$ cat src/rtl/cache_consts.svh
`ifndef CACHE_CONSTS_SVH
`define CACHE_CONSTS_SVH

// Trace address split
`define ADDR_BITS 32
`define OFFSET_BITS 6
`define INDEX_BITS 4
`define SETS 16

// Associativity per bank
`define D_WAYS 8
`define I_WAYS 4

// Tags take whatever sits above index and offset
`define D_TAG_BITS (`ADDR_BITS - `INDEX_BITS - `OFFSET_BITS)
`define I_TAG_BITS (`ADDR_BITS - `INDEX_BITS - `OFFSET_BITS)

// Trace command codes
`define CMD_READ 4'd0
`define CMD_WRITE 4'd1
`define CMD_IFETCH 4'd2
`define CMD_CLEAR 4'd8

// Width of each statistic
`define STAT_BITS 16

`endif

$ cat src/rtl/cache_pkg.sv
`default_nettype none

`include "cache_consts.svh"

package cache_pkg;

	// Raw trace command, unknown codes allowed
	typedef logic [3:0] cmd_t;

	// One trace line as seen at the input
	typedef struct packed {
		cmd_t cmd;
		logic [`ADDR_BITS-1:0] addr;
	} trace_req_t;

	// Tags per bank
	typedef logic [`D_TAG_BITS-1:0] d_tag_t;
	typedef logic [`I_TAG_BITS-1:0] i_tag_t;

	// One-hot strobes for the ACCESS cycle
	typedef struct packed {
		logic d_read;
		logic d_write;
		logic i_fetch;
		logic clear;
	} access_t;

	// Statistics as seen at the top
	typedef struct packed {
		logic [`STAT_BITS-1:0] d_reads;
		logic [`STAT_BITS-1:0] d_writes;
		logic [`STAT_BITS-1:0] d_hits;
		logic [`STAT_BITS-1:0] d_misses;
		logic [`STAT_BITS-1:0] i_fetches;
		logic [`STAT_BITS-1:0] i_hits;
		logic [`STAT_BITS-1:0] i_misses;
	} stats_t;

endpackage

`default_nettype wire

$ cat src/rtl/access_counters.sv
`timescale 1ns/1ps
`default_nettype none

module access_counters import cache_pkg::*; (
	input wire logic i_clk,
	input wire logic i_reset,
	input wire access_t i_access,
	input wire logic i_d_hit,
	input wire logic i_i_hit,
	output stats_t o_stats
);

	// Reads and writes share the data hit/miss counts
	logic d_any;

	assign d_any = i_access.d_read || i_access.d_write;

	always_ff @(posedge i_clk) begin
		if (i_reset || i_access.clear) begin
			o_stats <= '0;
		end else begin
			// Per-command counts
			if (i_access.d_read) begin
				o_stats.d_reads <= o_stats.d_reads + 1'b1;
			end
			if (i_access.d_write) begin
				o_stats.d_writes <= o_stats.d_writes + 1'b1;
			end
			if (i_access.i_fetch) begin
				o_stats.i_fetches <= o_stats.i_fetches + 1'b1;
			end
			// Data bank outcome
			if (d_any) begin
				if (i_d_hit) begin
					o_stats.d_hits <= o_stats.d_hits + 1'b1;
				end else begin
					o_stats.d_misses <= o_stats.d_misses + 1'b1;
				end
			end
			// Instruction bank outcome
			if (i_access.i_fetch) begin
				if (i_i_hit) begin
					o_stats.i_hits <= o_stats.i_hits + 1'b1;
				end else begin
					o_stats.i_misses <= o_stats.i_misses + 1'b1;
				end
			end
		end
	end

endmodule

`default_nettype wire

$ cat src/rtl/cache_sim_top.sv
`timescale 1ns/1ps
`default_nettype none

`include "cache_consts.svh"

module cache_sim_top import cache_pkg::*; (
	input wire logic i_clk,
	input wire logic i_reset,
	input wire logic i_req_valid,
	input wire trace_req_t i_req,
	output logic o_req_ready,
	output stats_t o_stats
);

	logic [`ADDR_BITS-1:0] addr;
	access_t access;
	logic [`INDEX_BITS-1:0] index;
	d_tag_t d_tag;
	i_tag_t i_tag;
	logic d_access;
	logic d_hit;
	logic i_hit;
	logic [$clog2(`D_WAYS)-1:0] d_victim_way;
	logic [$clog2(`D_WAYS)-1:0] d_way;
	logic [$clog2(`I_WAYS)-1:0] i_victim_way;
	logic [$clog2(`I_WAYS)-1:0] i_way;

	// Address split, offset bits dropped
	assign index = addr[`OFFSET_BITS +: `INDEX_BITS];
	assign d_tag = addr[`ADDR_BITS-1 -: `D_TAG_BITS];
	assign i_tag = addr[`ADDR_BITS-1 -: `I_TAG_BITS];

	// Reads and writes both hit the data bank
	assign d_access = access.d_read | access.d_write;

	trace_sequencer u_seq (
		.i_clk(i_clk),
		.i_reset(i_reset),
		.i_req_valid(i_req_valid),
		.i_req(i_req),
		.o_req_ready(o_req_ready),
		.o_addr(addr),
		.o_access(access)
	);

	// Data bank, 8 ways
	lru_ranker #(.WAYS(`D_WAYS)) u_d_lru (
		.i_clk(i_clk),
		.i_reset(i_reset),
		.i_clear(access.clear),
		.i_index(index),
		.i_touch(d_access),
		.i_touch_way(d_way),
		.o_victim_way(d_victim_way)
	);

	tag_store #(.TAG_T(d_tag_t), .WAYS(`D_WAYS)) u_d_tags (
		.i_clk(i_clk),
		.i_reset(i_reset),
		.i_clear(access.clear),
		.i_access(d_access),
		.i_index(index),
		.i_tag(d_tag),
		.i_victim_way(d_victim_way),
		.o_hit(d_hit),
		.o_way(d_way)
	);

	// Instruction bank, 4 ways
	lru_ranker #(.WAYS(`I_WAYS)) u_i_lru (
		.i_clk(i_clk),
		.i_reset(i_reset),
		.i_clear(access.clear),
		.i_index(index),
		.i_touch(access.i_fetch),
		.i_touch_way(i_way),
		.o_victim_way(i_victim_way)
	);

	tag_store #(.TAG_T(i_tag_t), .WAYS(`I_WAYS)) u_i_tags (
		.i_clk(i_clk),
		.i_reset(i_reset),
		.i_clear(access.clear),
		.i_access(access.i_fetch),
		.i_index(index),
		.i_tag(i_tag),
		.i_victim_way(i_victim_way),
		.o_hit(i_hit),
		.o_way(i_way)
	);

	access_counters u_counters (
		.i_clk(i_clk),
		.i_reset(i_reset),
		.i_access(access),
		.i_d_hit(d_hit),
		.i_i_hit(i_hit),
		.o_stats(o_stats)
	);

endmodule

`default_nettype wire

$ cat src/rtl/lru_ranker.sv
`timescale 1ns/1ps
`default_nettype none

`include "cache_consts.svh"

module lru_ranker import cache_pkg::*; #(
	parameter int WAYS = `D_WAYS
) (
	input wire logic i_clk,
	input wire logic i_reset,
	input wire logic i_clear,
	input wire logic [`INDEX_BITS-1:0] i_index,
	input wire logic i_touch,
	input wire logic [$clog2(WAYS)-1:0] i_touch_way,
	output logic [$clog2(WAYS)-1:0] o_victim_way
);

	localparam int WAY_BITS = $clog2(WAYS);

	// Rank 0 is least recent and WAYS-1 most recent
	logic [WAY_BITS-1:0] rank_q [`SETS][WAYS];
	logic [WAY_BITS-1:0] touched_rank;

	// Current rank of the way being touched
	assign touched_rank = rank_q[i_index][i_touch_way];

	// Victim is whichever way sits at rank 0
	always_comb begin
		o_victim_way = '0;
		for (int w = 0; w < WAYS; w++) begin
			if (rank_q[i_index][w] == '0) begin
				o_victim_way = WAY_BITS'(w);
			end
		end
	end

	// Rank update on touch
	always_ff @(posedge i_clk) begin
		if (i_reset || i_clear) begin
			// Start with rank equal to way number
			for (int s = 0; s < `SETS; s++) begin
				for (int w = 0; w < WAYS; w++) begin
					rank_q[s][w] <= WAY_BITS'(w);
				end
			end
		end else if (i_touch) begin
			for (int w = 0; w < WAYS; w++) begin
				if (w == int'(i_touch_way)) begin
					// Touched way becomes MRU
					rank_q[i_index][w] <= WAY_BITS'(WAYS - 1);
				end else if (rank_q[i_index][w] > touched_rank) begin
					// Ways above it slide down one
					rank_q[i_index][w] <= rank_q[i_index][w] - 1'b1;
				end
			end
		end
	end

endmodule

`default_nettype wire

$ cat src/rtl/tag_store.sv
`timescale 1ns/1ps
`default_nettype none

`include "cache_consts.svh"

module tag_store import cache_pkg::*; #(
	parameter type TAG_T = d_tag_t,
	parameter int WAYS = `D_WAYS
) (
	input wire logic i_clk,
	input wire logic i_reset,
	input wire logic i_clear,
	input wire logic i_access,
	input wire logic [`INDEX_BITS-1:0] i_index,
	input wire TAG_T i_tag,
	input wire logic [$clog2(WAYS)-1:0] i_victim_way,
	output logic o_hit,
	output logic [$clog2(WAYS)-1:0] o_way
);

	localparam int WAY_BITS = $clog2(WAYS);

	// Tag array, contents only meaningful where valid
	TAG_T tag_q [`SETS][WAYS];
	logic [`SETS-1:0][WAYS-1:0] valid_q;
	logic [WAY_BITS-1:0] hit_way;
	logic fill;

	// Parallel compare over the set
	always_comb begin
		o_hit = 1'b0;
		hit_way = '0;
		for (int w = 0; w < WAYS; w++) begin
			if (valid_q[i_index][w] && (tag_q[i_index][w] == i_tag)) begin
				o_hit = 1'b1;
				hit_way = WAY_BITS'(w);
			end
		end
	end

	// Hit way, or the LRU victim on a miss
	assign o_way = o_hit ? hit_way : i_victim_way;

	// Allocate only on a miss
	assign fill = i_access && !o_hit;

	// Valid bits
	always_ff @(posedge i_clk) begin
		if (i_reset || i_clear) begin
			valid_q <= '0;
		end else if (fill) begin
			valid_q[i_index][o_way] <= 1'b1;
		end
	end

	// Tag write into the chosen way
	always_ff @(posedge i_clk) begin
		if (fill) begin
			tag_q[i_index][o_way] <= i_tag;
		end
	end

endmodule

`default_nettype wire

$ cat src/rtl/trace_sequencer.sv
`timescale 1ns/1ps
`default_nettype none

`include "cache_consts.svh"

module trace_sequencer import cache_pkg::*; (
	input wire logic i_clk,
	input wire logic i_reset,
	input wire logic i_req_valid,
	input wire trace_req_t i_req,
	output logic o_req_ready,
	output logic [`ADDR_BITS-1:0] o_addr,
	output access_t o_access
);

	// IDLE waits for a request, ACCESS lets the banks work for one cycle
	typedef enum logic {
		IDLE,
		ACCESS
	} state_t;

	state_t state_q;
	logic accept;
	logic [`ADDR_BITS-1:0] addr_q;
	access_t access_q;

	// Ready only while idle
	assign o_req_ready = (state_q == IDLE);
	assign accept = i_req_valid && o_req_ready;

	// State register
	always_ff @(posedge i_clk) begin
		if (i_reset) begin
			state_q <= IDLE;
		end else begin
			case (state_q)
				IDLE: begin
					if (accept) begin
						state_q <= ACCESS;
					end
				end
				ACCESS: begin
					// Always back to idle after one cycle
					state_q <= IDLE;
				end
				default: begin
					state_q <= IDLE;
				end
			endcase
		end
	end

	// Strobes live for the ACCESS cycle only
	always_ff @(posedge i_clk) begin
		if (i_reset) begin
			access_q <= '0;
		end else begin
			access_q <= '0;
			if (accept) begin
				case (i_req.cmd)
					`CMD_READ: access_q.d_read <= 1'b1;
					`CMD_WRITE: access_q.d_write <= 1'b1;
					`CMD_IFETCH: access_q.i_fetch <= 1'b1;
					`CMD_CLEAR: access_q.clear <= 1'b1;
					// Anything else is swallowed
					default: access_q <= '0;
				endcase
			end
		end
	end

	// Held address for the banks
	always_ff @(posedge i_clk) begin
		if (accept) begin
			addr_q <= i_req.addr;
		end
	end

	assign o_addr = addr_q;
	assign o_access = access_q;

endmodule

`default_nettype wire
$ cat config.mk
export PLATFORM = sky130hd
export DESIGN_NAME = cache_sim_top
export DESIGN_NICKNAME = d
export VERILOG_FILES = /design/src/rtl/cache_pkg.sv /design/src/rtl/access_counters.sv /design/src/rtl/cache_sim_top.sv /design/src/rtl/lru_ranker.sv /design/src/rtl/tag_store.sv /design/src/rtl/trace_sequencer.sv
export VERILOG_INCLUDE_DIRS = /design/src /design/src/rtl
export SDC_FILE = /design/constraint.sdc
export NUM_CORES = 2
export LEC_CHECK = 0
export BUFFER_PORTS_ARGS = -buffer_cell sky130_fd_sc_hd__clkbuf_2
export CORE_ASPECT_RATIO = 1.2
export CORE_MARGIN = 2
export CORE_UTILIZATION = 35
export DETAILED_ROUTE_END_ITERATION = 10
export PLACE_DENSITY = 0.46
export SYNTH_ARGS = -nofsm -noshare
export SYNTH_HDL_FRONTEND = slang
export SYNTH_MEMORY_MAX_BITS = 65536
export SYNTH_SLANG_ARGS = --single-unit
$ cat constraint.sdc
create_clock -name i_clk -period 18.1 [get_ports i_clk]
set_input_delay 3.62 -clock i_clk [delete_from_list [all_inputs] [get_ports i_clk]]
set_output_delay 3.62 -clock i_clk [all_outputs]
set_load 0.03 [all_outputs]
Word-level counts from Yosys, hierarchy flattened
Memories as Yosys holds them, arrays and structs flattened. A register that Yosys moved wholly into a read port is not among the register bits.
Index checks and enable logic that the tools add are counted.
{"block": "totals", "ff_bits": 341, "output_inout_bits": 113, "mem_count": 4, "wordCells": 378, "mem_bits_rw": 4736, "inputBits": 39}
{"memory": "u_d_tags.tag_q", "depth": 16, "word_bits": 176, "rd": 1, "rd_clocked_by_memory_dff": 1, "wr": 1, "line_no": "tag_store.sv:24", "rtl": "TAG_T tag_q [`SETS][WAYS];"}
{"memory": "u_i_tags.tag_q", "depth": 16, "word_bits": 88, "rd": 1, "rd_clocked_by_memory_dff": 1, "wr": 1, "line_no": "tag_store.sv:24"}
{"memory": "u_d_lru.rank_q", "depth": 16, "word_bits": 24, "rd": 1, "rd_clocked_by_memory_dff": 1, "wr": 16, "line_no": "lru_ranker.sv:21", "rtl": "logic [WAY_BITS-1:0] rank_q [`SETS][WAYS];"}
{"memory": "u_i_lru.rank_q", "depth": 16, "word_bits": 8, "rd": 1, "rd_clocked_by_memory_dff": 1, "wr": 16, "line_no": "lru_ranker.sv:21"}
{"block": "classes", "n_addsub": 19, "magnitude_cmp": 22, "n_eq_ne": 25, "n_bitwise": 21, "mux": 198, "n_reduce_logical": 44}
{"op": "$eq A22 B22 Y1", "count": 12}
{"op": "$mux W176", "count": 1}
{"op": "$mux W1", "count": 135}
{"op": "$or A128 B128 Y128", "count": 1}
{"op": "$add A16 B1 Y16 const B", "count": 7}
{"op": "$mux W88", "count": 1}
{"op": "$demux W22 S3", "count": 1}
{"op": "$or A64 B64 Y64", "count": 1}
{"op": "$mux W3", "count": 19}
{"op": "$demux W22 S2", "count": 1}
{"op": "$mux W22", "count": 2}
{"op": "$mux W4", "count": 9}
{"op": "$bmux W8 S4", "count": 1}
{"op": "$demux W8 S4", "count": 1}
{"op": "$mux W8", "count": 4}
{"op": "$mux W2", "count": 15}
{"op": "$gt A3 B3 Y1", "count": 8}
{"op": "$logic_not A3 Y1", "count": 8}
{"op": "$mux W24", "count": 1}
{"op": "$reduce_or A24 Y1", "count": 1}
{"op": "$sub A3 B1 Y3 const B", "count": 8}
{"op": "$logic_and A1 B1 Y1", "count": 20}
{"op": "$bmux W4 S4", "count": 1}
{"op": "$demux W4 S4", "count": 1}
{"op": "other kinds (36)", "count": 70}

Longest topological paths before layout
{"block": "logic_depth", "depth_word": 25, "depth_mapped": 40}

Cells and area by module
A second synthesis with hierarchy kept.
{"block": "unflattened", "cells_unflattened": 11823, "area_unflattened_um2": 209178.1}
{"mod": "tag_store (u_d_tags)", "seq_area_each_um2": 87123.6, "cells_per_inst": 6094, "instances": 1, "area_per_inst_um2": 118182.1}
{"mod": "tag_store (u_i_tags)", "seq_area_each_um2": 43561.8, "cells_per_inst": 3102, "instances": 1, "area_per_inst_um2": 58985.3}
{"mod": "lru_ranker (u_d_lru)", "seq_area_each_um2": 11531.1, "cells_per_inst": 1475, "instances": 1, "area_per_inst_um2": 19192.2}
{"mod": "lru_ranker (u_i_lru)", "seq_area_each_um2": 3843.7, "cells_per_inst": 533, "instances": 1, "area_per_inst_um2": 6729.0}
{"mod": "access_counters", "seq_area_each_um2": 2242.2, "cells_per_inst": 572, "instances": 1, "area_per_inst_um2": 4951.0}
{"mod": "trace_sequencer", "seq_area_each_um2": 1061.0, "cells_per_inst": 46, "instances": 1, "area_per_inst_um2": 1132.3}
{"mod": "cache_sim_top", "seq_area_each_um2": 0.0, "cells_per_inst": 1, "instances": 1, "area_per_inst_um2": 6.3}

Least setup slack after synthesis
OpenSTA, ideal clock, no wires.
{"block": "synth_timing", "kind": "register to register", "from": "register with a tool-made name", "to": "memory u_d_lru.rank_q[10][23] (netlist name), data pin", "path_buffers": 22, "required_ns": 17.832, "period_less_slack_ns": 9.143, "arrival_time_ns": 8.875, "path_slack_ns": 8.957, "stages_incl_launch_ff": 39, "path_cell_list": "dfxtp_1 -> buf_6 -> buf_6 -> buf_6 -> buf_6 -> buf_6 -> buf_6 -> buf_6 -> buf_4 -> buf_6 -> buf_4 -> buf_4 -> buf_4 -> buf_4 -> buf_4 -> buf_4 -> buf_2 -> buf_2 -> [... 3 more ...] -> clkbuf_1 -> inv_1 -> ha_1 -> ha_1 -> nor3_1 -> o311a_1 -> o22ai_2 -> buf_4 -> clkbuf_1 -> mux2i_1 -> o21ai_0 -> ha_1 -> nor2_1 -> maj3_2 -> or4b_1 -> a21oi_1 -> buf_4 -> nor3_1"}
{"item": "to (decl)", "line_no": "lru_ranker.sv:21"}

==> qor.csv <==
stage;metric;value;unit
floorplan;coreArea;579000;sq um
min_path;hold_path.class;flop to flop;
route;ant_nets;0;
sta;slew_violations;0;
global_route;grt-ovfl-total;0;
sta;worst_slew_pin_slew;1.34;ns
yosys;ys_warn_count;0;
sta;hold_violations;0;
min_path;hp-start;u_i_tags.valid_q[50]$_SDFFE_PP0P_;
clock_tree;cts-root-buf;clkbuf_16;
critical_path;cp_top_family;buffers and inverters;
route;drc;0;
global_route;grt_pass1_vias;111000;
pwr;cellLeakagePower;0.0728;uW
yosys;syn-mean-instance-area;18.7;sq um
placed_design;routabilityCongestion;0.803;
clock_tree;postCtsResizedCells;0;
cells_and_area;nets;11400;
clock_tree;cts_buffers;539;
sta;period_share;58.9;%
yosys;synthesis.area;204000;sq um
critical_path;worstSetupPathType;flop to flop;
critical_path;reg2regPathDepth;22;
clock_tree;cts_buffer_depth;4;
yosys;async_reset_ff_share;0;%
route;dr.pass1.iters;6;
placed_design;hpwl;362000;um
flow_run;max_cap_violations;0;
yosys;synth_cells;10900;
critical_path;r2r-end;u_i_lru.rank_q[12][3]$_SDFFCE_PN1P_;
clock_tree;clk_pin_slew;0.06;ns
min_path;holdPathEnd;u_i_tags.valid_q[50]$_SDFFE_PP0P_;
sta;setup_viol;0;
pwr;ir_drop;0.118;mV
route;viasPerCell;5.54;
floorplan;start_util;35.2;%
floorplan;ios;152;
sta;fin_tns_setup;0;ns
route;drtIter0Drc;10800;
route;wl_per_cell;32.8;um
critical_path;critPathMaxStageDelay;1.03;ns
clock_tree;cts_tree;yes;
yosys;yosys-top-cells-area;edfxtp_1 70%, mux4_2 13%, dfxtp_1 3.1%;
global_route;track_usage;21.3;%
global_route;grt_pass1_wl;884000;um
critical_path;cp_data_arrival_time;11.39;ns
route;wl;639000;um
outcome;status;finished clean;
sta;rsz0062_at_grt;no;
cells_and_area;syn_to_final_growth;14.1;%
cells_and_area;design_area;232000;sq um
critical_path;worst-path-max-fanout;59;
floorplan;rows;306;
pwr;power_density;110;nW/um^2
yosys;synth.net_count;11000;
critical_path;cp-end-kind;flop;
floorplan;dieHeight;840;um
placed_design;port_buffers;145;
sta;period_minus_slack;10.66;ns
sta;max_freq;93.9;MHz
critical_path;regToRegSetupSlack;7.44;ns
critical_path;cp_slowest_cell;a21o_1;
min_path;hold-path-cell-count;1;
critical_path;path_cells;buf_4, buf_4, buf_4, buf_4, mux4_2, nand2_1, and3_1, a31oi_1, xnor2_1, nand4_1, or4_1, nand2_1, a311o_1, o21ai_2, nor2b_1, o21ai_0, o21ai_0, ha_1, nor2b_1, o21ai_0, a21o_1, o21ai_0;
floorplan;dieArea;588000;sq um
critical_path;crit_buf_inv;4;
global_route;grt_max_degree;147;
yosys;yosysSeqAreaShare;73.3;%
yosys;synth_top_area_share;70.2;%
floorplan;die_x;700;um
critical_path;start_kind;flop;
route;dr_total_vias;108000;
yosys;yosysUniqueCellTypes;100;
clock_tree;post-cts-setup-buffers;0;
clock_tree;ctsHtreeMaxLevel;6;
yosys;synth_edf_count;4762;
clock_tree;cts.sinks;5075;
global_route;antenna_found_initial;34;
sta;skew;0.0438;ns
yosys;ys.flop_type;edfxtp_1;
placed_design;dpl_cell_area;215000;sq um
sta;maxSlewHeadroom;10.4;%
yosys;ys_ff_latch;5075;
clock_tree;hold_buffers;0;
critical_path;required;18.84;ns
yosys;synth_top_area_cell;edfxtp_1;
cells_and_area;drive_gt1_share;24.7;%
clock_tree;worst_skew_pair.late_latency;1.09;ns
state kept, by name, summed over array words and instances (netlist names), 26 cells and up, named ones only:
signal / count
u_seq.o_addr: 26
u_d_lru.rank_q: 384
u_i_tags.valid_q: 64
u_d_tags.valid_q: 128
u_counters.o_stats: 112
u_d_tags.tag_q: 2816
u_i_lru.rank_q: 128
u_i_tags.tag_q: 1408
kinds of logic after synthesis:
| kind of cell | count (synthesis) | synth area share, % |
|---|---|---|
| AO/OA/AOI/OAI | 751 | 2.55 |
| XOR/XNOR | 375 | 1.61 |
| adder cells (fa/ha/maj) | 50 | 0.300 |
| buffers and inverters | 772 | 1.92 |
| flip-flops | 5075 | 73.3 |
| multiplexers | 1699 | 15.6 |
| AND/OR/NAND/NOR | 2174 | 4.67 |
worst max path at each step:
stage                                                       to  slack [ns]  cells past startpoint
after floorplan           u_d_lru.rank_q[10][23]$_SDFFCE_PN0P_        8.96                     38
after global placement      u_d_lru.rank_q[5][7]$_SDFFCE_PN0P_        7.58                     22
after detailed placement   u_i_lru.rank_q[12][3]$_SDFFCE_PN1P_        7.39                     22
after CTS                  u_i_lru.rank_q[12][2]$_SDFFCE_PN0P_        7.39                     22
after global routing       u_i_lru.rank_q[12][2]$_SDFFCE_PN0P_        6.92                     22
final                      u_i_lru.rank_q[12][3]$_SDFFCE_PN1P_        7.44                     22
power by group:
part           switching (uW)  leakage [uW]  internal (uW)  total (uW)
Sequential               21.2        0.0450          12900       12900
Combinational            1290        0.0194            726        2020
Clock                    4660       0.00829           6100       10800
cell usage in the layout, fill, tap and decap left out, drive strengths merged, types with 39 or more instances in the layout:
cell	count
a21oi	86
a221oi	39
a22oi	92
a31oi	60
and2	51
and3	78
buf	459
clkbuf	860
clkinv	195
dfxtp	313
edfxtp	4762
ha	41
inv	92
mux2	87
mux2i	433
mux4	1179
nand2	588
nand3	130
nand4	72
nor2	962
nor3	108
o21a	54
o21ai	186
o22ai	74
or3	48
xnor2	258
xor2	117
routing by layer:
metal	GRT usage (%)	vias to the layer above	part of all wire, %
met4	5.94	6	2.9
met3	2.82	859	5.6
met2	36.8	3623	50
met5	0	-	0.0063
li1	-	44400	-
met1	28.2	59000	41
through the flow:
| stage | hold WS [ns] | power (uW) | std cells | setup WS, ns | util (%) |
|---|---|---|---|---|---|
| finish | 0.462 | 25700 | 19500 | 7.44 | 40.1 |
| global route | 0.481 | 26400 | 19500 | 6.92 | 40.1 |
| CTS | 0.465 | 25900 | 19500 | 7.39 | 40.1 |
| detailed placement | 0.452 | 15200 | 18500 | 7.39 | 37.2 |
| global placement | 0.441 | 15100 | 18500 | 7.58 | 37.2 |
| floorplan | 0.435 | 14500 | 10900 | 8.96 | - |
Yosys cell counts, types with 53 or more instances:
cell type  count
mux4_2      1179
xor2_1       117
a31oi_1       53
clkbuf_1     265
a22oi_1       92
dfxtp_1      313
mux2i_1      433
and3_1        78
nor2_1       962
inv_1         60
nand4_1       72
o22ai_1       72
nor3_1       108
edfxtp_1    4762
o21ai_0      145
o21a_1        54
mux2_2        85
nand2_1      587
buf_1         58
a21oi_1       84
nand3_1      130
buf_2        221
buf_4        114
xnor2_1      258
cell type report:
| cell class | count | area [sq um] |
|---|---|---|
| Antenna cell | 13 | 32.5 |
| Clock buffer | 715 | 14800 |
| Clock inverter | 244 | 2130 |
| Fill cell | 51700 | 347000 |
| Inverter | 73 | 302 |
| Multi-Input combinational cell | 5049 | 51800 |
| Sequential cell | 5075 | 149000 |
| Tap cell | 7700 | 9630 |
| Timing Repair Buffer | 604 | 4500 |
No activity file was read; power rests on OpenSTA's default activity.
